`src/rtl/shot_pkg.sv`:
```
`default_nettype none

package shot_pkg;

        // table and field sizes
        localparam int SHOT_SLOTS = 4;
        localparam int SLOT_BITS  = 2;
        localparam int POS_BITS   = 4;

        localparam logic [POS_BITS-1:0] POS_MAX   = 4'd15; // right edge of the field
        localparam logic [POS_BITS-1:0] POS_RESET = 4'd8;  // ship starts mid field

        // kind of shot, stored beside the position
        typedef enum logic [1:0] {
                kind_single = 2'b00,
                kind_spread = 2'b01,
                kind_laser  = 2'b10,
                kind_bomb   = 2'b11
        } shot_kind_e;

        // control states, also shown on the debug output
        typedef enum logic [2:0] {
                st_init        = 3'd0,
                st_idle        = 3'd1,
                st_clear_count = 3'd2,
                st_check_slot  = 3'd3,
                st_next_slot   = 3'd4,
                st_settle      = 3'd5,
                st_save_shot   = 3'd6,
                st_signal_done = 3'd7
        } reg_state_e;

endpackage

`default_nettype wire

```
`src/rtl/ship_position.sv`:
```
`default_nettype none

module ship_position
        import shot_pkg::*;
(
        input  wire logic                clock,
        input  wire logic                reset,
        input  wire logic                move_left,  // one-cycle pulse
        input  wire logic                move_right, // one-cycle pulse
        output logic [POS_BITS-1:0]      ship_pos
);

        logic at_left;
        logic at_right;
        logic go_left;
        logic go_right;

        assign at_left  = (ship_pos == '0);
        assign at_right = (ship_pos == POS_MAX);

        // both pulses together cancel out
        assign go_left  = move_left  && !move_right && !at_left;
        assign go_right = move_right && !move_left  && !at_right;

        always_ff @(posedge clock or posedge reset) begin
                if (reset) begin
                        ship_pos <= POS_RESET;
                end else if (go_left) begin
                        ship_pos <= ship_pos - 1'b1;
                end else if (go_right) begin
                        ship_pos <= ship_pos + 1'b1;
                end
                // otherwise hold, which also covers saturation at either edge
        end

endmodule

`default_nettype wire

```
`src/rtl/slot_counter.sv`:
```
`default_nettype none

module slot_counter
        import shot_pkg::*;
(
        input  wire logic                 clock,
        input  wire logic                 reset,
        input  wire logic                 slot_clear, // back to slot 0
        input  wire logic                 slot_count, // step to the next slot
        output logic [SLOT_BITS-1:0]      slot_index,
        output logic                      slot_last   // ripple carry at the last slot
);

        localparam logic [SLOT_BITS-1:0] LAST_INDEX = SLOT_BITS'(SHOT_SLOTS - 1);

        always_ff @(posedge clock or posedge reset) begin
                if (reset) begin
                        slot_index <= '0;
                end else if (slot_clear) begin
                        slot_index <= '0; // clear wins over count
                end else if (slot_count) begin
                        slot_index <= slot_index + 1'b1;
                end
        end

        assign slot_last = (slot_index == LAST_INDEX);

endmodule

`default_nettype wire

```
`src/rtl/shot_table.sv`:
```
`default_nettype none

module shot_table
        import shot_pkg::*;
(
        input  wire logic                  clock,
        input  wire logic                  reset,

        // write side, driven by the scan
        input  wire logic [SLOT_BITS-1:0]  slot_index,
        input  wire logic                  save_shot,
        input  wire logic [POS_BITS-1:0]   ship_pos,
        input  wire shot_kind_e            save_kind,

        // frees a slot once its shot is gone
        input  wire logic                  retire,
        input  wire logic [SLOT_BITS-1:0]  retire_slot,

        input  wire logic [SLOT_BITS-1:0]  read_slot,

        output logic                       slot_busy,   // flag of the scanned slot
        output logic [SHOT_SLOTS-1:0]      slot_loaded,
        output logic [POS_BITS-1:0]        read_position,
        output shot_kind_e                 read_kind
);

        logic [POS_BITS-1:0] pos_mem  [SHOT_SLOTS];
        shot_kind_e          kind_mem [SHOT_SLOTS];

        // payload storage, position and kind captured at the save
        always_ff @(posedge clock) begin
                if (save_shot) begin
                        pos_mem[slot_index]  <= ship_pos;
                        kind_mem[slot_index] <= save_kind;
                end
        end

        // loaded flags
        // the save is applied last so it wins over a retire of the same slot
        always_ff @(posedge clock or posedge reset) begin
                if (reset) begin
                        slot_loaded <= '0;
                end else begin
                        if (retire) begin
                                slot_loaded[retire_slot] <= 1'b0;
                        end
                        if (save_shot) begin
                                slot_loaded[slot_index] <= 1'b1;
                        end
                end
        end

        assign slot_busy = slot_loaded[slot_index];

        // combinational read port
        assign read_position = pos_mem[read_slot];
        assign read_kind     = kind_mem[read_slot];

endmodule

`default_nettype wire

```
`src/rtl/shot_register_control.sv`:
```
`default_nettype none

module shot_register_control
        import shot_pkg::*;
(
        input  wire logic                  clock,
        input  wire logic                  reset,
        input  wire logic                  fire,        // only looked at in idle
        input  wire shot_kind_e            fire_kind,
        input  wire logic                  slot_busy,
        input  wire logic                  slot_last,
        input  wire logic [SLOT_BITS-1:0]  slot_index,

        output logic                       slot_clear,
        output logic                       slot_count,
        output logic                       save_shot,
        output shot_kind_e                 save_kind,   // kind held for the whole request
        output logic                       shot_done,
        output logic                       shot_saved,
        output logic [SLOT_BITS-1:0]       saved_slot,
        output reg_state_e                 db_state
);

        reg_state_e state;
        reg_state_e next_state;
        logic       saved_flag; // set when the current request wrote a slot

        // state register
        always_ff @(posedge clock or posedge reset) begin
                if (reset) begin
                        state <= st_init;
                end else begin
                        state <= next_state;
                end
        end

        // next state
        always_comb begin
                next_state = state;
                unique case (state)
                        st_init:        next_state = st_idle;
                        st_idle:        next_state = fire ? st_clear_count : st_idle;
                        st_clear_count: next_state = st_settle;
                        // settle gives the cleared index a cycle before the first check
                        st_settle:      next_state = st_check_slot;
                        st_check_slot: begin
                                if (!slot_busy) begin
                                        next_state = st_save_shot;
                                end else if (slot_last) begin
                                        next_state = st_signal_done; // table full, shot dropped
                                end else begin
                                        next_state = st_next_slot;
                                end
                        end
                        st_next_slot:   next_state = st_check_slot; // counter steps on this edge
                        st_save_shot:   next_state = st_signal_done;
                        st_signal_done: next_state = st_idle;
                        default:        next_state = st_init;
                endcase
        end

        // request data, captured when fire is accepted and at the save
        always_ff @(posedge clock or posedge reset) begin
                if (reset) begin
                        save_kind  <= kind_single;
                        saved_slot <= '0;
                        saved_flag <= 1'b0;
                end else begin
                        if (state == st_idle && fire) begin
                                save_kind <= fire_kind; // caller may change fire_kind now
                        end
                        if (state == st_clear_count) begin
                                saved_flag <= 1'b0;
                        end else if (state == st_save_shot) begin
                                saved_flag <= 1'b1;
                                saved_slot <= slot_index;
                        end
                end
        end

        // Moore outputs
        assign slot_clear = (state == st_clear_count);
        assign slot_count = (state == st_next_slot);
        assign save_shot  = (state == st_save_shot);
        assign shot_done  = (state == st_signal_done);
        assign shot_saved = (state == st_signal_done) && saved_flag;

        assign db_state   = state;

endmodule

`default_nettype wire

```
`src/rtl/shot_register_top.sv`:
```
`default_nettype none

module shot_register_top
        import shot_pkg::*;
(
        input  wire logic                  clock,
        input  wire logic                  reset,

        // fire request and ship movement
        input  wire logic                  fire,
        input  wire shot_kind_e            fire_kind,
        input  wire logic                  move_left,
        input  wire logic                  move_right,

        // slot release and table read
        input  wire logic                  retire,
        input  wire logic [SLOT_BITS-1:0]  retire_slot,
        input  wire logic [SLOT_BITS-1:0]  read_slot,

        output logic                       shot_done,
        output logic                       shot_saved,
        output logic [SLOT_BITS-1:0]       saved_slot,
        output logic [SHOT_SLOTS-1:0]      slot_loaded,
        output logic [POS_BITS-1:0]        read_position,
        output shot_kind_e                 read_kind,
        output logic [POS_BITS-1:0]        ship_pos,
        output reg_state_e                 db_state
);

        logic                 slot_clear;
        logic                 slot_count;
        logic [SLOT_BITS-1:0] slot_index;
        logic                 slot_last;
        logic                 slot_busy;
        logic                 save_shot;
        shot_kind_e           save_kind;

        ship_position ship_position_i (
                .clock      (clock),
                .reset      (reset),
                .move_left  (move_left),
                .move_right (move_right),
                .ship_pos   (ship_pos)
        );

        slot_counter slot_counter_i (
                .clock      (clock),
                .reset      (reset),
                .slot_clear (slot_clear),
                .slot_count (slot_count),
                .slot_index (slot_index),
                .slot_last  (slot_last)
        );

        shot_table shot_table_i (
                .clock         (clock),
                .reset         (reset),
                .slot_index    (slot_index),
                .save_shot     (save_shot),
                .ship_pos      (ship_pos),
                .save_kind     (save_kind),
                .retire        (retire),
                .retire_slot   (retire_slot),
                .read_slot     (read_slot),
                .slot_busy     (slot_busy),
                .slot_loaded   (slot_loaded),
                .read_position (read_position),
                .read_kind     (read_kind)
        );

        shot_register_control shot_register_control_i (
                .clock      (clock),
                .reset      (reset),
                .fire       (fire),
                .fire_kind  (fire_kind),
                .slot_busy  (slot_busy),
                .slot_last  (slot_last),
                .slot_index (slot_index),
                .slot_clear (slot_clear),
                .slot_count (slot_count),
                .save_shot  (save_shot),
                .save_kind  (save_kind),
                .shot_done  (shot_done),
                .shot_saved (shot_saved),
                .saved_slot (saved_slot),
                .db_state   (db_state)
        );

endmodule

`default_nettype wire

```
`config.mk`:
```
export PLATFORM = sky130hd
export DESIGN_NAME = shot_register_top
export DESIGN_NICKNAME = d
export VERILOG_FILES = /design/src/rtl/shot_pkg.sv /design/src/rtl/ship_position.sv /design/src/rtl/slot_counter.sv /design/src/rtl/shot_table.sv /design/src/rtl/shot_register_control.sv /design/src/rtl/shot_register_top.sv
export SDC_FILE = /design/constraint.sdc
export NUM_CORES = 1
export LEC_CHECK = 0
export BUFFER_PORTS_ARGS = -buffer_cell sky130_fd_sc_hd__buf_2
export CAP_MARGIN = 5
export CORE_ASPECT_RATIO = 1.4
export CORE_UTILIZATION = 49
export CTS_CLUSTER_DIAMETER = 40
export DETAILED_ROUTE_END_ITERATION = 7
export HOLD_SLACK_MARGIN = 0.02
export PLACE_DENSITY = 0.82
export SETUP_SLACK_MARGIN = 0.4
export SLEW_MARGIN = 25
export SYNTH_ARGS = -nofsm -noshare
export SYNTH_HDL_FRONTEND = slang
export SYNTH_SLANG_ARGS = --single-unit
```
`constraint.sdc`:
```
create_clock -name clock -period 2.35 [get_ports clock]
set_clock_uncertainty 0.1 [all_clocks]
set_input_delay 0.1175 -clock clock [delete_from_list [all_inputs] [get_ports clock]]
set_output_delay 0.1175 -clock clock [all_outputs]
set_load 0.02 [all_outputs]
```
* Yosys cells after proc, flatten, opt, wreduce, memory -nomap -nowiden
Memories as Yosys holds them, arrays and structs flattened.
Cells that the tools add are included.
** Cells by class
- Add/sub/neg operators :: 3
- $lt $le $gt $ge :: 4
- Equal/unequal tests :: 9
- Muxes and demuxes :: 20
- Bitwise operators :: 4
- Reductions and logical operators :: 20
** Operators by type and width (count)
- $pmux 3 s6 :: 1
- $mux 4 :: 4
- $eq 3x3->1 const B :: 4
- $logic_and 1x1->1 :: 8
- $mux 2 :: 4
- $mux 1 :: 7
- $eq 3x2->1 const B :: 2
- $lt 2x3->1 const B :: 2
- $reduce_bool 2->1 :: 3
- $add 4x1->4 const B :: 1
- $and 4x4->4 :: 1
- $demux 1 s2 :: 2
- $eq 4x4->1 const B :: 1
- $ge 2x1->1 const B :: 2
- $logic_not 1->1 :: 4
- $logic_not 4->1 :: 1
- $not 4->4 :: 1
- $or 4x4->4 :: 1
- $reduce_or 2->1 :: 2
- $sub 4x1->4 const B :: 1
- $eq 3x1->1 const B :: 1
- $logic_not 3->1 :: 1
- $mux 3 :: 1
- $add 2x1->2 const B :: 1
- other kinds (4) :: 4
** Word-level totals
- Register bits after elaboration :: 18
- RAM bits :: 24
- Output and inout bits :: 21
- Logic and storage cells :: 69
- Memories kept :: 2
** Memory list
- shot_table_i.pos_mem :: depth 4, width 4, rd ports 1, clocked after memory_dff 0, wr ports 1, line shot_table.sv:27 : logic [POS_BITS-1:0] pos_mem [SHOT_SLOTS];
- shot_table_i.kind_mem :: depth 4, width 2, rd ports 1, clocked after memory_dff 0, wr ports 1, line shot_table.sv:28 : shot_kind_e kind_mem [SHOT_SLOTS];

* Logic depth before layout (Yosys ltp)
Gate-level depths: netlist of the first run.
- Word-level depth :: 9
- Gate-level depth with buffers :: 8
- Depth with buffers taken out :: 8

* By module
Synthesis of the first run repeated with hierarchy kept, for this count alone.
** Unflattened totals
- Cells, all modules :: 112
- Area, all modules :: 1828.0 µm²
** Modules (own cells, without submodules)
- shot_table :: times used 1, cells an instance 50, area an instance 1083.5 µm², sequential area each 820.8 µm²
- shot_register_control :: times used 1, cells an instance 30, area an instance 359.1 µm², sequential area each 200.2 µm²
- ship_position :: times used 1, cells an instance 24, area an instance 292.8 µm², sequential area each 101.3 µm²
- slot_counter :: times used 1, cells an instance 8, area an instance 92.6 µm², sequential area each 50.0 µm²

* Least setup slack after synthesis of the first run
Ideal clock, no wire load.
- Path type :: reg-to-reg
- From :: register ship_position_i.ship_pos[0]
- To :: register ship_position_i.ship_pos[3]
- Setup time :: 75 ps
- Data arrival time :: 2227 ps
- Required time :: 2175 ps
- Slack :: -52 ps
- Stages on the path, launching flop included :: 9
- Path buffers :: 0
- Period minus slack after synthesis :: 2402 ps
- Path through :: dfrtp_1 > or4_4 > nand3b_4 > inv_1 > ha_1 > a21o_2 > a21oi_1 > mux2i_1 > xor2_1
** On the way
- Cells in the longest elaborated chain, start to end :: 4
- Elaborated cells on any way between the ends :: 11
- Classes of those cells :: 2 x add/sub; 1 x eq/ne; 2 x mux; 6 x reduce/logical
** RTL lines
- start, declared :: line ship_position.sv:10 : output logic [POS_BITS-1:0] ship_pos
- start signal, assigned :: line ship_position.sv:29 : ship_pos <= ship_pos - 1'b1;
- start signal, assigned :: line ship_position.sv:31 : ship_pos <= ship_pos + 1'b1;
- parallel branches: the longest is 4 deep, another holds $add 4x1->4
Several ways; the timed one is not identified. The select of a mux whose other input is x is not followed.
A chain may end at the register's enable or synchronous reset.

* Worst setup path after layout of the first run
- From :: register ship_position_i.ship_pos[1]
- To :: register ship_position_i.ship_pos[3]
Same word-level chain as after synthesis.

==> metrics.json, run 1 <==
{
  "run_status": {
    "status": "complete, no violations"
  },
  "clocking": {
    "tritoncts_clock_tree": "done",
    "ctsLongestPathBuffers": 2,
    "cts.clk_slew.worst_paths_ns": 0.08,
    "clkSinkCount": 42,
    "cts_root_buf": "clkbuf_8",
    "cts_htree_levels": 2,
    "cts_buffers": 5,
    "worstSkewPairLatency_ns": 0.30
  },
  "worst_hold_path": {
    "hold_path.class": "in2reg"
  },
  "flow_run": {
    "drv.max_cap_violation_count": 0
  },
  "power_and_ir_drop": {
    "cellPowerDensity_nw_per_um2": 1210,
    "p_sw_mw": 0.968,
    "pwr-share-clk": 0.205,
    "cell_internal_pwr_mw": 1.78,
    "seq_power_share": 0.441,
    "netSwitchingFraction": 0.352,
    "combinational_power_share": 0.354,
    "power.leakage_nw": 0.973,
    "worst_ir_drop_vdd_mv": 0.825
  },
  "sta": {
    "fin_setup_tns_ns": 0,
    "max_slew_margin": 0.524,
    "tightest_slew_ns": 0.713,
    "finalWorstPathRequiredPeriod_ns": 2.19,
    "fmax_mhz": 456,
    "total_setup_violations_reported_at_the_end_of_the_flow": 0,
    "hold_violations": 0,
    "maxSlewViolCount": 0,
    "rsz0062_at_grt": "yes",
    "hold_slack_ns": 0.0194,
    "final_min_period_over_clock_period": 0.934,
    "fin_ws_ns": 0.156
  },
  "critical_path": {
    "worst-endpoint-arrival_ns": 2.31,
    "crit_path_max_fanout": 2,
    "criticalPathCategory": "reg2reg",
    "timing.critical_path.required_ns": 2.46,
    "worst_setup_path_end_kind": "flop",
    "critical_path.startpoint_type": "flop"
  },
  "placed_design": {
    "post-dp-hpwl_um": 2450,
    "globalplace.congestion": 0.759,
    "place_worst_setup_slack_ns": 0.104,
    "buffer_ports.inserted": 32
  },
  "final_layout": {
    "area_growth_syn_to_layout_pct": 22.4,
    "antenna_cells_inserted": 0,
    "postLayoutCoreUtil": 0.622,
    "finalNetCount": 183,
    "fillCellCount": 293,
    "post_route_cells_drive_above_1_share": 0.418
  },
  "grt": {
    "grt_max_degree": 19,
    "initial_antenna_violation_count": 0,
    "grtUsageTotal": 0.206,
    "first_pass_grt_wire_length_um": 5620,
    "grt_pass1_vias": 1193,
    "global_route.overflow_total": 0
  },
  "routing": {
    "wirelength_um": 3440,
    "drt_pre_antenna_iters": 4,
    "route.antenna.remaining_nets": 0,
    "detailedRoute.firstIterationViolations": 23,
    "routedWlPerCell_um": 16.6,
    "viasPerCell": 5.44,
    "drc_errors": 0,
    "detailroute.via_count": 1127
  },
  "yosys": {
    "syn-num-nets": 137,
    "proportion_of_synthesized_chip_area_in_sequential_cells": 0.633,
    "ys.warnings.count": 0,
    "synth_cell_types": 36,
    "synth_area_um2": 1850,
    "syn_area_per_cell_um2": 15.7,
    "yosys_register_bits": 42,
    "postSynthCellCount": 118
  },
  "die": {
    "dieHeight_um": 74.7,
    "io_pins": 33,
    "chipWidth_um": 54.0,
    "initial_utilization": 0.508,
    "core_region_area_um2": 3640,
    "floorplan.die_area_um2": 4030,
    "num_rows": 26
  }
}
-- sequential cells by signal, summed over array words and instances, names as in the netlist --
signal                              flops
shot_register_control_i.save_kind       2
shot_table_i.kind_mem                   8
ship_position_i.ship_pos                4
slot_counter_i.slot_index               2
shot_table_i.pos_mem                   16
shot_register_control_i.saved_flag      1
shot_register_control_i.saved_slot      2
shot_table_i.slot_loaded                4
shot_register_control_i.db_state        3
-- logic make-up after synthesis --
logic type      after synthesis  synth area share
flops                        42             0.633
simple gates                 26            0.0953
compound gates               17            0.0595
mux                          14             0.128
buf+inv                       9            0.0182
fa+ha+maj                     7            0.0514
xor+xnor                      3            0.0142
-- power groups by stage --
stage	Sequential, mW	Clock, mW	Combinational, mW
finish	1.21	0.564	0.974
detailed placement	1.26	0	0.911
global route	1.24	0.597	1.08
CTS	1.21	0.571	0.980
global placement	1.23	0	0.870
floorplan	1.34	0	0.500
-- final cells by class --
| type | count | area (um2) | share of cell area |
|---|---|---|---|
| Multi-Input combinational cell | 67 | 666 | 0.294 |
| Clock inverter | 2 | 37.5 | 0.0166 |
| Inverter | 7 | 26.3 | 0.0116 |
| Timing Repair Buffer | 41 | 238 | 0.105 |
| Tap cell | 42 | 52.6 | 0.0232 |
| Sequential cell | 42 | 1170 | 0.518 |
| Clock buffer | 6 | 72.6 | 0.0320 |
-- final timing paths --
kind | cells after the start | slack (ns) | to | start
worst max-delay path | 8 | 0.16 | ship_position_i.ship_pos[3] | ship_position_i.ship_pos[1]
worst min-delay path | 3 | 0.02 | shot_table_i.slot_loaded[1] | retire_slot[1]
worst max register to register | 8 | 0.16 | ship_position_i.ship_pos[3] | ship_position_i.ship_pos[1]
worst min register to register | 1 | 0.38 | shot_register_control_i.saved_flag | shot_register_control_i.saved_flag
max in group asynchronous | 3 | 1.29 | ship_position_i.ship_pos[1] | reset
min in group asynchronous | 3 | 0.37 | shot_table_i.slot_loaded[1] | reset
-- cells in the mapped netlist --
library cell,number,area [um2]
a22oi_1,1,7.51
a21o_2,1,8.76
edfxtp_1,24,721
or4_4,1,11.3
nor2_1,2,7.51
o21bai_1,1,7.51
mux4_2,7,158
or3b_2,1,8.76
nand2b_1,3,18.8
nand2_4,1,11.3
xor2_1,1,8.76
dfstp_2,1,26.3
mux2_4,1,15.0
ha_1,6,75.1
nor3b_1,1,7.51
inv_1,7,26.3
o21ai_0,5,25.0
a21oi_1,3,15.0
xnor2_1,2,17.5
nand3b_1,1,7.51
mux2i_1,2,20.0
nand3_1,2,10.0
nand4_1,1,6.26
nor3_1,1,5.00
nand2_1,4,15.0
and3_1,1,6.26
fa_1,1,20.0
nor4bb_1,1,10.0
nand3b_4,1,20.0
clkbuf_1,2,7.51
a21boi_0,2,15.0
mux2_2,4,45.0
a21o_1,3,22.5
dfrtp_1,17,425
and2_1,5,31.3
o2111ai_1,1,8.76
-- placed cells by master, fill, tap and decap left out, types with 2 or more instances in the layout --
master | Yosys | final
dlygate4sd3_1 | 0 | 4
nand3_1 | 2 | 2
and2_1 | 5 | 4
a21oi_1 | 3 | 2
xnor2_1 | 2 | 2
dfrtp_2 | 0 | 2
mux2_2 | 4 | 4
edfxtp_1 | 24 | 24
ha_1 | 6 | 5
nand2_1 | 4 | 4
dfrtp_1 | 17 | 15
clkbuf_8 | 0 | 5
buf_2 | 0 | 32
nand2b_1 | 3 | 3
o21ai_0 | 5 | 5
buf_4 | 0 | 5
inv_1 | 7 | 6
a21o_1 | 3 | 3
mux4_2 | 7 | 7
a21boi_0 | 2 | 2
mux2i_1 | 2 | 2
-- metal layers --
layer	vias to the layer above	routed length, um	GRT usage
li1	528	-	-
met1	548	1250	0.223
met2	37	1920	0.354
met3	14	151	0.0505
met4	0	121	0.123
met5	-	0	0
-- metrics by stage --
step	power [mW]	instances	area, um2
floorplan	1.84	118	1870
global placement	2.10	192	2090
detailed placement	2.17	192	2090
CTS	2.76	207	2260
global route	2.92	207	2270
finish	2.75	207	2270
-- repair_timing --
item,CTS,global route
endpoints found under the hold margin,20,0
gates resized for setup,1,1
pin swaps,2,1
endpoints found under the setup margin,8,29
hold buffers,4,0
buffers inserted,3,0
-- worst max-delay path: stages (launching register included) --
cell	delay, ns
dfrtp_2	0.41
or4_4	0.53
nand3b_4	0.10
inv_2	0.05
ha_4	0.20
a21o_2	0.18
a21oi_2	0.13
mux2i_1	0.22
xor2_1	0.19
Note: power is estimated with default switching activity, not from simulation.
==> run 2: changes to the inputs <==
Settings changed: CORE_UTILIZATION 49 to 54, CTS_CLUSTER_DIAMETER 40 to 80, PLACE_DENSITY 0.82 to 0.86.
Clock period 2.35 ns to 2.2 ns, I/O delays scaled along.
==> run 2 against run 1 <==
The flow now finishes with violations (setup timing). Worst setup slack got worse by 0.29 ns. Hold slack improved by 0.019 ns. Sequential power grew 5%. Combinational power up 29%. Clock power rose by 3.7%. Routed wire length up 14%. Maximum frequency shrank 5.9%. Cell area increased by 4.5%. First-iteration DRC count increased by 96%. Critical path type unchanged.
==> metrics.json, run 2 (synthesis results as in run 1) <==
{
  "run_status": {
    "status": {"value": "complete, but fails checks", "change": "was complete, no violations"},
    "violated_checks": "setup timing"
  },
  "critical_path": {
    "worst-endpoint-arrival": {"value": 2.44, "unit": "ns", "change": "was 2.31 ns"},
    "worst_r2r_path_depth": {"value": 8, "change": "unchanged"},
    "rr_endpoint": {"value": "ship_position_i.ship_pos[3]", "change": "unchanged"},
    "timing.critical_path.required": {"value": 2.31, "unit": "ns", "change": "was 2.46 ns"},
    "crit_path_max_fanout": {"value": 2, "change": "unchanged"},
    "slowest_stage": {"value": "or4_4", "change": "unchanged"},
    "regToRegStartpoint": {"value": "ship_position_i.ship_pos[1]", "change": "unchanged"},
    "criticalPathCategory": {"value": "reg2reg", "change": "unchanged"},
    "crit_path_cell_trace": {"value": "or4_4, nand3b_4, inv_4, ha_4, a21o_4, a21oi_4, mux2i_1, xor2_1", "change": "was or4_4, nand3b_4, inv_2, ha_4, a21o_2, a21oi_2, mux2i_1, xor2_1"},
    "cp_slowest_stage_delay": {"value": 0.52, "unit": "ns", "change": "was 0.53 ns"},
    "worst_setup_path_end_kind": {"value": "flop", "change": "unchanged"},
    "reg2reg_setup_slack": {"value": -0.13, "unit": "ns", "change": "was 0.16 ns"},
    "critical_path.startpoint_type": {"value": "flop", "change": "unchanged"}
  },
  "die": {
    "num_rows": {"value": 24, "change": "was 26"},
    "floorplan.die_area": {"value": 3670, "unit": "um2", "change": "was 4030 um2"},
    "io_pins": {"value": 33, "change": "unchanged"},
    "chipWidth": {"value": 51.5, "unit": "um", "change": "was 54.0 um"},
    "dieHeight": {"value": 71.3, "unit": "um", "change": "was 74.7 um"},
    "core_region_area": {"value": 3180, "unit": "um2", "change": "was 3640 um2"},
    "initial_utilization": {"value": 0.582, "change": "was 0.508"}
  },
  "power_and_ir_drop": {
    "netSwitchingFraction": {"value": 0.358, "change": "was 0.352"},
    "power.leakage": {"value": 1.02, "unit": "nW", "change": "was 0.973 nW"},
    "cell_internal_pwr": {"value": 2.00, "unit": "mW", "change": "was 1.78 mW"},
    "seq_power_share": {"value": 0.408, "change": "was 0.441"},
    "pwr-share-clk": {"value": 0.188, "change": "was 0.205"},
    "cellPowerDensity": {"value": 1320, "unit": "nW/um2", "change": "was 1210 nW/um2"},
    "combinational_power_share": {"value": 0.404, "change": "was 0.354"},
    "worst_ir_drop_vdd": {"value": 1.18, "unit": "mV", "change": "was 0.825 mV"},
    "p_sw": {"value": 1.12, "unit": "mW", "change": "was 0.968 mW"}
  },
  "clocking": {
    "cts_htree_levels": {"value": 2, "change": "unchanged"},
    "ctsLongestPathBuffers": {"value": 2, "change": "unchanged"},
    "tritoncts_clock_tree": {"value": "done", "change": "unchanged"},
    "cts_root_buf": {"value": "clkbuf_8", "change": "unchanged"},
    "cts_buffers": {"value": 5, "change": "unchanged"},
    "clkSinkCount": {"value": 42, "change": "unchanged"},
    "worstSkewPairLatency": {"value": 0.29, "unit": "ns", "change": "was 0.30 ns"},
    "cts.clk_slew.worst_paths": {"value": 0.08, "unit": "ns", "change": "about the same"}
  },
  "routing": {
    "wirelength": {"value": 3930, "unit": "um", "change": "was 3440 um"},
    "detailroute.via_count": {"value": 1195, "change": "was 1127"},
    "drc_errors": {"value": 0, "change": "unchanged"},
    "viasPerCell": {"value": 5.69, "change": "was 5.44"},
    "routedWlPerCell": {"value": 18.7, "unit": "um", "change": "was 16.6 um"},
    "detailedRoute.firstIterationViolations": {"value": 45, "change": "was 23"},
    "drt_pre_antenna_iters": {"value": 5, "change": "was 4"},
    "route.antenna.remaining_nets": {"value": 0, "change": "unchanged"}
  },
  "final_layout": {
    "layout_top_registers": {"value": "shot_table_i.pos_mem x16, shot_table_i.kind_mem x8", "change": "unchanged"},
    "layout_commonest_cell": {"value": "buf_2", "change": "unchanged"},
    "mostFrequentLayoutCells": {"value": "32 x buf_2, 24 x edfxtp_1, 15 x dfrtp_1", "change": "unchanged"},
    "area_growth_syn_to_layout": {"value": 27.9, "unit": "%", "change": "was 22.4%"},
    "antenna_cells_inserted": {"value": 0, "change": "unchanged"},
    "post_route_cells_drive_above_1_share": {"value": 0.468, "change": "was 0.418"},
    "finalNetCount": {"value": 189, "change": "was 183"},
    "max_flop_register": {"value": "shot_table_i.pos_mem", "change": "unchanged"},
    "final_cell_area": {"value": 2370, "unit": "um2", "change": "was 2270 um2"},
    "multi_input_area": {"value": 713, "unit": "um2", "change": "was 666 um2"},
    "layout.area.seq": {"value": 1170, "unit": "um2", "change": "unchanged"},
    "fillCellCount": {"value": 222, "change": "was 293"},
    "largest_register_ff_count": {"value": 16, "change": "unchanged"}
  },
  "sta": {
    "total_setup_violations_reported_at_the_end_of_the_flow": {"value": 1, "change": "was 0"},
    "final_min_period_over_clock_period": {"value": 1.06, "change": "was 0.934"},
    "fmax": {"value": 429, "unit": "MHz", "change": "was 456 MHz"},
    "rsz0062_at_grt": {"value": "yes", "change": "unchanged"},
    "fin_ws": {"value": -0.131, "unit": "ns", "change": "was 0.156 ns"},
    "tightest_slew": {"value": 0.704, "unit": "ns", "change": "was 0.713 ns"},
    "finalWorstPathRequiredPeriod": {"value": 2.33, "unit": "ns", "change": "was 2.19 ns"},
    "max_slew_margin": {"value": 0.530, "change": "was 0.524"},
    "hold_violations": {"value": 0, "change": "unchanged"},
    "fin_setup_tns": {"value": -0.131, "unit": "ns", "change": "was 0 ns"},
    "maxSlewViolCount": {"value": 0, "change": "unchanged"}
  },
  "grt": {
    "initial_antenna_violation_count": {"value": 0, "change": "unchanged"},
    "grtUsageTotal": {"value": 0.240, "change": "was 0.206"},
    "first_pass_grt_wire_length": {"value": 6130, "unit": "um", "change": "was 5620 um"},
    "global_route.overflow_total": {"value": 0, "change": "unchanged"},
    "grt_pass1_vias": {"value": 1297, "change": "was 1193"},
    "grt_max_degree": {"value": 19, "change": "unchanged"}
  },
  "placed_design": {
    "post-dp-hpwl": {"value": 2710, "unit": "um", "change": "was 2450 um"},
    "buffer_ports.inserted": {"value": 32, "change": "unchanged"},
    "globalplace.congestion": {"value": 0.766, "change": "was 0.759"},
    "placedInstanceArea": {"value": 2110, "unit": "um2", "change": "was 2090 um2"}
  },
  "worst_hold_path": {
    "worstHoldPathCells": {"value": 3, "change": "unchanged"},
    "holdPathEnd": {"value": "shot_table_i.slot_loaded[1]", "change": "unchanged"},
    "min_from": {"value": "retire_slot[1]", "change": "unchanged"},
    "hold_path.class": {"value": "in2reg", "change": "unchanged"}
  },
  "flow_run": {
    "drv.max_cap_violation_count": {"value": 0, "change": "unchanged"}
  }
}
-- run 2: cell types whose count changed in the layout (fill, tap and decap cells not counted), sizes merged --
cell	change
clkinv	+1
dlygate4sd3	+1
buf	+5
clkinvlp	-1
-- run 2: how the worst max path moves through the flow --
stage	start	to	slack, ns
finish	ship_position_i.ship_pos[1]	ship_position_i.ship_pos[3]	-0.13
global route	ship_position_i.ship_pos[1]	ship_position_i.ship_pos[3]	-0.15
CTS	ship_position_i.ship_pos[0]	ship_position_i.ship_pos[3]	-0.05
detailed placement	ship_position_i.ship_pos[1]	ship_position_i.ship_pos[3]	-0.08
global placement	ship_position_i.ship_pos[1]	ship_position_i.ship_pos[3]	0.06
floorplan	ship_position_i.ship_pos[1]	ship_position_i.ship_pos[3]	-0.03
-- run 2: per-stage QoR --
step                setup WS, ns  total power [mW]  hold slack, ns  utilization  instances
finish                    -0.131              3.12          0.0387        0.744        210
global route              -0.152              3.25          0.0407        0.744        210
CTS                      -0.0488              3.08          0.0211        0.741        210
detailed placement       -0.0771              2.39           0.149        0.663        192
global placement          0.0647              2.28           0.125        0.663        192
floorplan                -0.0322              1.97         -0.0523            -        118
-- run 2: worst max-delay path, delay by kind of cell, from the launching register on --
kind	cells	cell delay, ns
AOI/OAI and AO/OA	2	0.37
xor gates and xnor gates	1	0.22
adders and majority gates	1	0.21
buffers and inverters	1	0.04
DFF	1	0.41
muxes	1	0.27
and+or+nand+nor	2	0.63
-- run 2: final cells by class --
cell class,instances,area share
well taps,39,0.0206
flip-flops and latches,42,0.496
multi-input cells,67,0.301
inverters,7,0.0122
repair buffers,47,0.125
clock buffers,6,0.0306
clock inverters,2,0.0143
-- run 2: power by group through the flow --
stage | sequential (mW) | combinational, mW | clock, mW
6_report | 1.27 | 1.26 | 0.585
5_1_grt | 1.30 | 1.34 | 0.614
4_1_cts | 1.27 | 1.22 | 0.593
3_5_place_dp | 1.29 | 1.10 | 0
3_3_place_gp | 1.26 | 1.02 | 0
2_1_floorplan | 1.44 | 0.534 | 0
-- run 2: timing repair --
action | CTS | global route
buffers inserted | 5 | 0
setup endpoints to repair | 27 | 29
hold buffers | 5 | 0
resized for setup | 13 | 2
hold endpoints to repair | 21 | 0
pin swaps | 7 | 6
-- run 2: layer usage --
metal  vias to the layer above  share of wire  global-route usage
met4                         0          0.018               0.114
met5                         -              0                   0
li1                        542              -                   -
met2                        50           0.56               0.429
met1                       597           0.37               0.257
met3                         6          0.043              0.0616
==> run 3: changes to the inputs <==
Settings changed: ABC_AREA set to 1, CORE_UTILIZATION 54 to 55.
==> run 3 against run 2 <==
The flow now finishes without violations. Register-to-register slack gained 0.60 ns. First-iteration DRC count rose by 4.4%. Count of clock-buffer cells in the layout rose by 1. Maximum frequency rose by 34%. Utilization decreased by 4.4 points. Critical endpoint is now ship_position_i.ship_pos[2].
==> metrics.json, run 3 <==
{
  "yosys": {
    "ys.warnings.count": {"value": 0, "change": "unchanged"},
    "synthFlopType": {"value": "edfxtp_1", "change": "unchanged"},
    "synthTopCellsByCount": {"value": "39 x nand2_1, 26 x nor2_1, 24 x edfxtp_1", "change": "was 24 x edfxtp_1, 17 x dfrtp_1, 7 x inv_1, 7 x mux4_2, 6 x ha_1"},
    "synth_cell_types": {"value": 21, "change": "was 36"},
    "yosys.area.top_type_share": {"value": 0.374, "change": "was 0.389"},
    "synth_enable_flop_cells": {"value": 24, "change": "unchanged"},
    "yosysTopAreaCell": {"value": "edfxtp_1", "change": "unchanged"},
    "proportion_of_synthesized_chip_area_in_sequential_cells": {"value": 0.608, "change": "was 0.633"},
    "ys_top_cells_by_area": {"value": "edfxtp_1 37%, dfrtp_1 22%, nand2_1 7.6%", "change": "was edfxtp_1 39%, dfrtp_1 23%, mux4_2 8.5%"},
    "yosys_register_bits": {"value": 42, "change": "unchanged"},
    "syn_area_per_cell": {"value": 9.98, "unit": "um2", "change": "was 15.7 um2"},
    "syn-num-nets": {"value": 212, "change": "was 137"},
    "async_flop_share": {"value": 0.429, "change": "unchanged"},
    "postSynthCellCount": {"value": 193, "change": "was 118"},
    "synth_most_common_cell": {"value": "nand2_1", "change": "was edfxtp_1"},
    "synth_area": {"value": 1930, "unit": "um2", "change": "was 1850 um2"}
  },
  "sta": {
    "total_setup_violations_reported_at_the_end_of_the_flow": {"value": 0, "change": "was 1"},
    "final_min_period_over_clock_period": {"value": 0.789, "change": "was 1.06"},
    "hold_violations": {"value": 0, "change": "unchanged"},
    "hold_slack": {"value": 0.0713, "unit": "ns", "change": "was 0.0387 ns"},
    "maxSlewViolCount": {"value": 0, "change": "unchanged"},
    "rsz0062_at_grt": {"value": "no", "change": "was yes"},
    "finalWorstPathRequiredPeriod": {"value": 1.74, "unit": "ns", "change": "was 2.33 ns"},
    "tightest_slew": {"value": 0.681, "unit": "ns", "change": "was 0.704 ns"},
    "fin_setup_tns": {"value": 0, "unit": "ns", "change": "was -0.131 ns"},
    "fmax": {"value": 576, "unit": "MHz", "change": "was 429 MHz"},
    "max_slew_margin": {"value": 0.545, "change": "was 0.530"}
  },
  "placed_design": {
    "dpl.cell_count": {"value": 265, "change": "was 192"},
    "buffer_ports.inserted": {"value": 32, "change": "unchanged"},
    "post-dp-hpwl": {"value": 2700, "unit": "um", "change": "was 2710 um"},
    "globalplace.congestion": {"value": 0.853, "change": "was 0.766"}
  },
  "final_layout": {
    "antenna_cells_inserted": {"value": 0, "change": "unchanged"},
    "mostFrequentLayoutCells": {"value": "37 x nand2_1, 32 x buf_2, 25 x nor2_1", "change": "was 32 x buf_2, 24 x edfxtp_1, 15 x dfrtp_1"},
    "layout_commonest_cell": {"value": "nand2_1", "change": "was buf_2"},
    "area_growth_syn_to_layout": {"value": 21.6, "unit": "%", "change": "was 27.9%"},
    "max_flop_register": {"value": "shot_table_i.pos_mem", "change": "unchanged"},
    "post_route_cells_drive_above_1_share": {"value": 0.269, "change": "was 0.468"},
    "finalNetCount": {"value": 260, "change": "was 189"},
    "layout_top_registers": {"value": "shot_table_i.pos_mem x16, shot_table_i.kind_mem x8", "change": "unchanged"},
    "largest_register_ff_count": {"value": 16, "change": "unchanged"},
    "stdcell_count": {"value": 282, "change": "was 210"}
  },
  "routing": {
    "drt_pre_antenna_iters": {"value": 4, "change": "was 5"},
    "routedWlPerCell": {"value": 13.7, "unit": "um", "change": "was 18.7 um"},
    "detailroute.via_count": {"value": 1485, "change": "was 1195"},
    "detailedRoute.firstIterationViolations": {"value": 47, "change": "was 45"},
    "drc_errors": {"value": 0, "change": "unchanged"},
    "viasPerCell": {"value": 5.27, "change": "was 5.69"},
    "wirelength": {"value": 3850, "unit": "um", "change": "was 3930 um"},
    "route.antenna.remaining_nets": {"value": 0, "change": "unchanged"}
  },
  "die": {
    "num_rows": {"value": 25, "change": "was 24"},
    "io_pins": {"value": 33, "change": "unchanged"},
    "chipWidth": {"value": 52.0, "unit": "um", "change": "was 51.5 um"},
    "dieHeight": {"value": 72.0, "unit": "um", "change": "was 71.3 um"},
    "core_region_area": {"value": 3350, "unit": "um2", "change": "was 3180 um2"},
    "floorplan.die_area": {"value": 3750, "unit": "um2", "change": "was 3670 um2"},
    "initial_utilization": {"value": 0.576, "change": "was 0.582"}
  },
  "critical_path": {
    "worst-endpoint-arrival": {"value": 1.83, "unit": "ns", "change": "was 2.44 ns"},
    "critical_path.startpoint_type": {"value": "flop", "change": "unchanged"},
    "crit_path_max_fanout": {"value": 4, "change": "was 2"},
    "criticalPathCategory": {"value": "reg2reg", "change": "unchanged"},
    "timing.critical_path.required": {"value": 2.30, "unit": "ns", "change": "was 2.31 ns"},
    "slowest_stage": {"value": "dfstp_2", "change": "was or4_4"},
    "cp_slowest_stage_delay": {"value": 0.55, "unit": "ns", "change": "was 0.52 ns"},
    "crit_path_cell_trace": {"value": "nor2_2, nand2_1, nand2_2, buf_4, fa_1, xnor2_1, nand2_1, nand2_1", "change": "was or4_4, nand3b_4, inv_4, ha_4, a21o_4, a21oi_4, mux2i_1, xor2_1"},
    "worst_path_most_repeated_cell": "nand2_1",
    "worst_setup_path_end_kind": {"value": "flop", "change": "unchanged"}
  },
  "clocking": {
    "clkSinkCount": {"value": 42, "change": "unchanged"},
    "cts_htree_levels": {"value": 2, "change": "unchanged"},
    "cts_root_buf": {"value": "clkbuf_8", "change": "unchanged"},
    "tritoncts_clock_tree": {"value": "done", "change": "unchanged"},
    "cts_buffers": {"value": 5, "change": "unchanged"},
    "worstSkewPairLatency": {"value": 0.30, "unit": "ns", "change": "was 0.29 ns"},
    "cts.clk_slew.worst_paths": {"value": 0.08, "unit": "ns", "change": "about the same"},
    "ctsLongestPathBuffers": {"value": 2, "change": "unchanged"}
  },
  "grt": {
    "grt_max_degree": {"value": 19, "change": "unchanged"},
    "initial_antenna_violation_count": {"value": 0, "change": "unchanged"},
    "global_route.overflow_total": {"value": 0, "change": "unchanged"},
    "first_pass_grt_wire_length": {"value": 6220, "unit": "um", "change": "was 6130 um"},
    "grtUsageTotal": {"value": 0.229, "change": "was 0.240"},
    "grt_pass1_vias": {"value": 1406, "change": "was 1297"}
  },
  "flow_run": {
    "drv.max_cap_violation_count": {"value": 0, "change": "unchanged"}
  },
  "run_status": {
    "status": {"value": "complete, no violations", "change": "was complete, but fails checks"}
  },
  "worst_hold_path": {
    "hold_path.class": {"value": "in2reg", "change": "unchanged"}
  },
  "power_and_ir_drop": {
    "power.leakage": {"value": 1.07, "unit": "nW", "change": "was 1.02 nW"},
    "cellPowerDensity": {"value": 1250, "unit": "nW/um2", "change": "was 1320 nW/um2"},
    "worst_ir_drop_vdd": {"value": 0.884, "unit": "mV", "change": "was 1.18 mV"}
  }
}
[run 3: cell types whose count changed in the layout (fill, tap and decap cells not counted), moves of 6 or more]
| cell | change |
|---|---|
| mux4_2 | -7 |
| nand3_1 | +9 |
| o21ai_2 | +6 |
| nand2_1 | +33 |
| o22ai_1 | +6 |
| o21ai_0 | +17 |
| nor2_1 | +24 |
| inv_1 | +15 |
[run 3: cells by family after synthesis]
group	after synthesis	share of synthesized area
AOI/OAI and AO/OA	37	0.112
xor gates and xnor gates	1	0.00455
adders and majority gates	7	0.0494
buffers and inverters	27	0.0617
DFF	42	0.608
and+or+nand+nor	79	0.164
[run 3: area by class of cell]
type	instances	area, um2
clock buffer	7	76.3
clock inverter	1	30.0
fill	240	1000
inverter	23	86.3
multi-input combinational	124	656
sequential	42	1180
tap	40	50.0
timing repair buffer	45	268
[run 3: layer usage]
layer,vias to the layer above,GRT usage,routed length [um]
li1,731,-,-
met1,703,0.246,1440
met2,40,0.412,2180
met3,11,0.0503,133
met4,0,0.108,99
met5,-,0,0
[run 3: final timing paths]
check | start | to | slack (ns) | cells after the start
min in group asynchronous | reset | shot_register_control_i.db_state[1] | 0.35 | 3
worst min-delay path | retire | shot_table_i.slot_loaded[0] | 0.07 | 4
worst max-delay path | ship_position_i.ship_pos[3] | ship_position_i.ship_pos[2] | 0.46 | 8
worst min register to register | shot_register_control_i.saved_slot[1] | shot_register_control_i.saved_slot[1] | 0.39 | 2
worst max register to register | ship_position_i.ship_pos[3] | ship_position_i.ship_pos[2] | 0.46 | 8
max in group asynchronous | reset | ship_position_i.ship_pos[2] | 1.18 | 3
[run 3: per-stage QoR]
step	util	instance area [um2]	power, mW	worst slack (ns)
finish	0.700	2340	2.93	0.464
global placement	0.639	2140	2.20	0.428
CTS	0.696	2330	2.92	0.428
floorplan	-	1930	1.95	0.423
detailed placement	0.639	2140	2.24	0.295
global route	0.700	2340	3.11	0.378
[run 3: power breakdown]
group | total (mW) | switching, mW | internal [mW]
clock network | 0.586 | 0.247 | 0.339
registers | 1.24 | 0.163 | 1.08
logic | 1.10 | 0.711 | 0.393
total | 2.93 | 1.12 | 1.81
[run 3: timing repair]
action / CTS / global route
resized for setup: 4 / 3
hold endpoints to repair: 21 / 0
endpoints found under the setup margin: 1 / 1
gates cloned: 0 / 0
buffers inserted: 4 / 1
hold buffers: 4 / 0
pin swaps: 0 / 0
[run 3: worst max-delay path: cells and delay by family (launching register included)]
kind / cells / cell delay (ns)
DFF: 1 / 0.55
and+or+nand+nor: 5 / 0.31
adders and majority gates: 1 / 0.38
xor gates and xnor gates: 1 / 0.14
buffers and inverters: 1 / 0.15
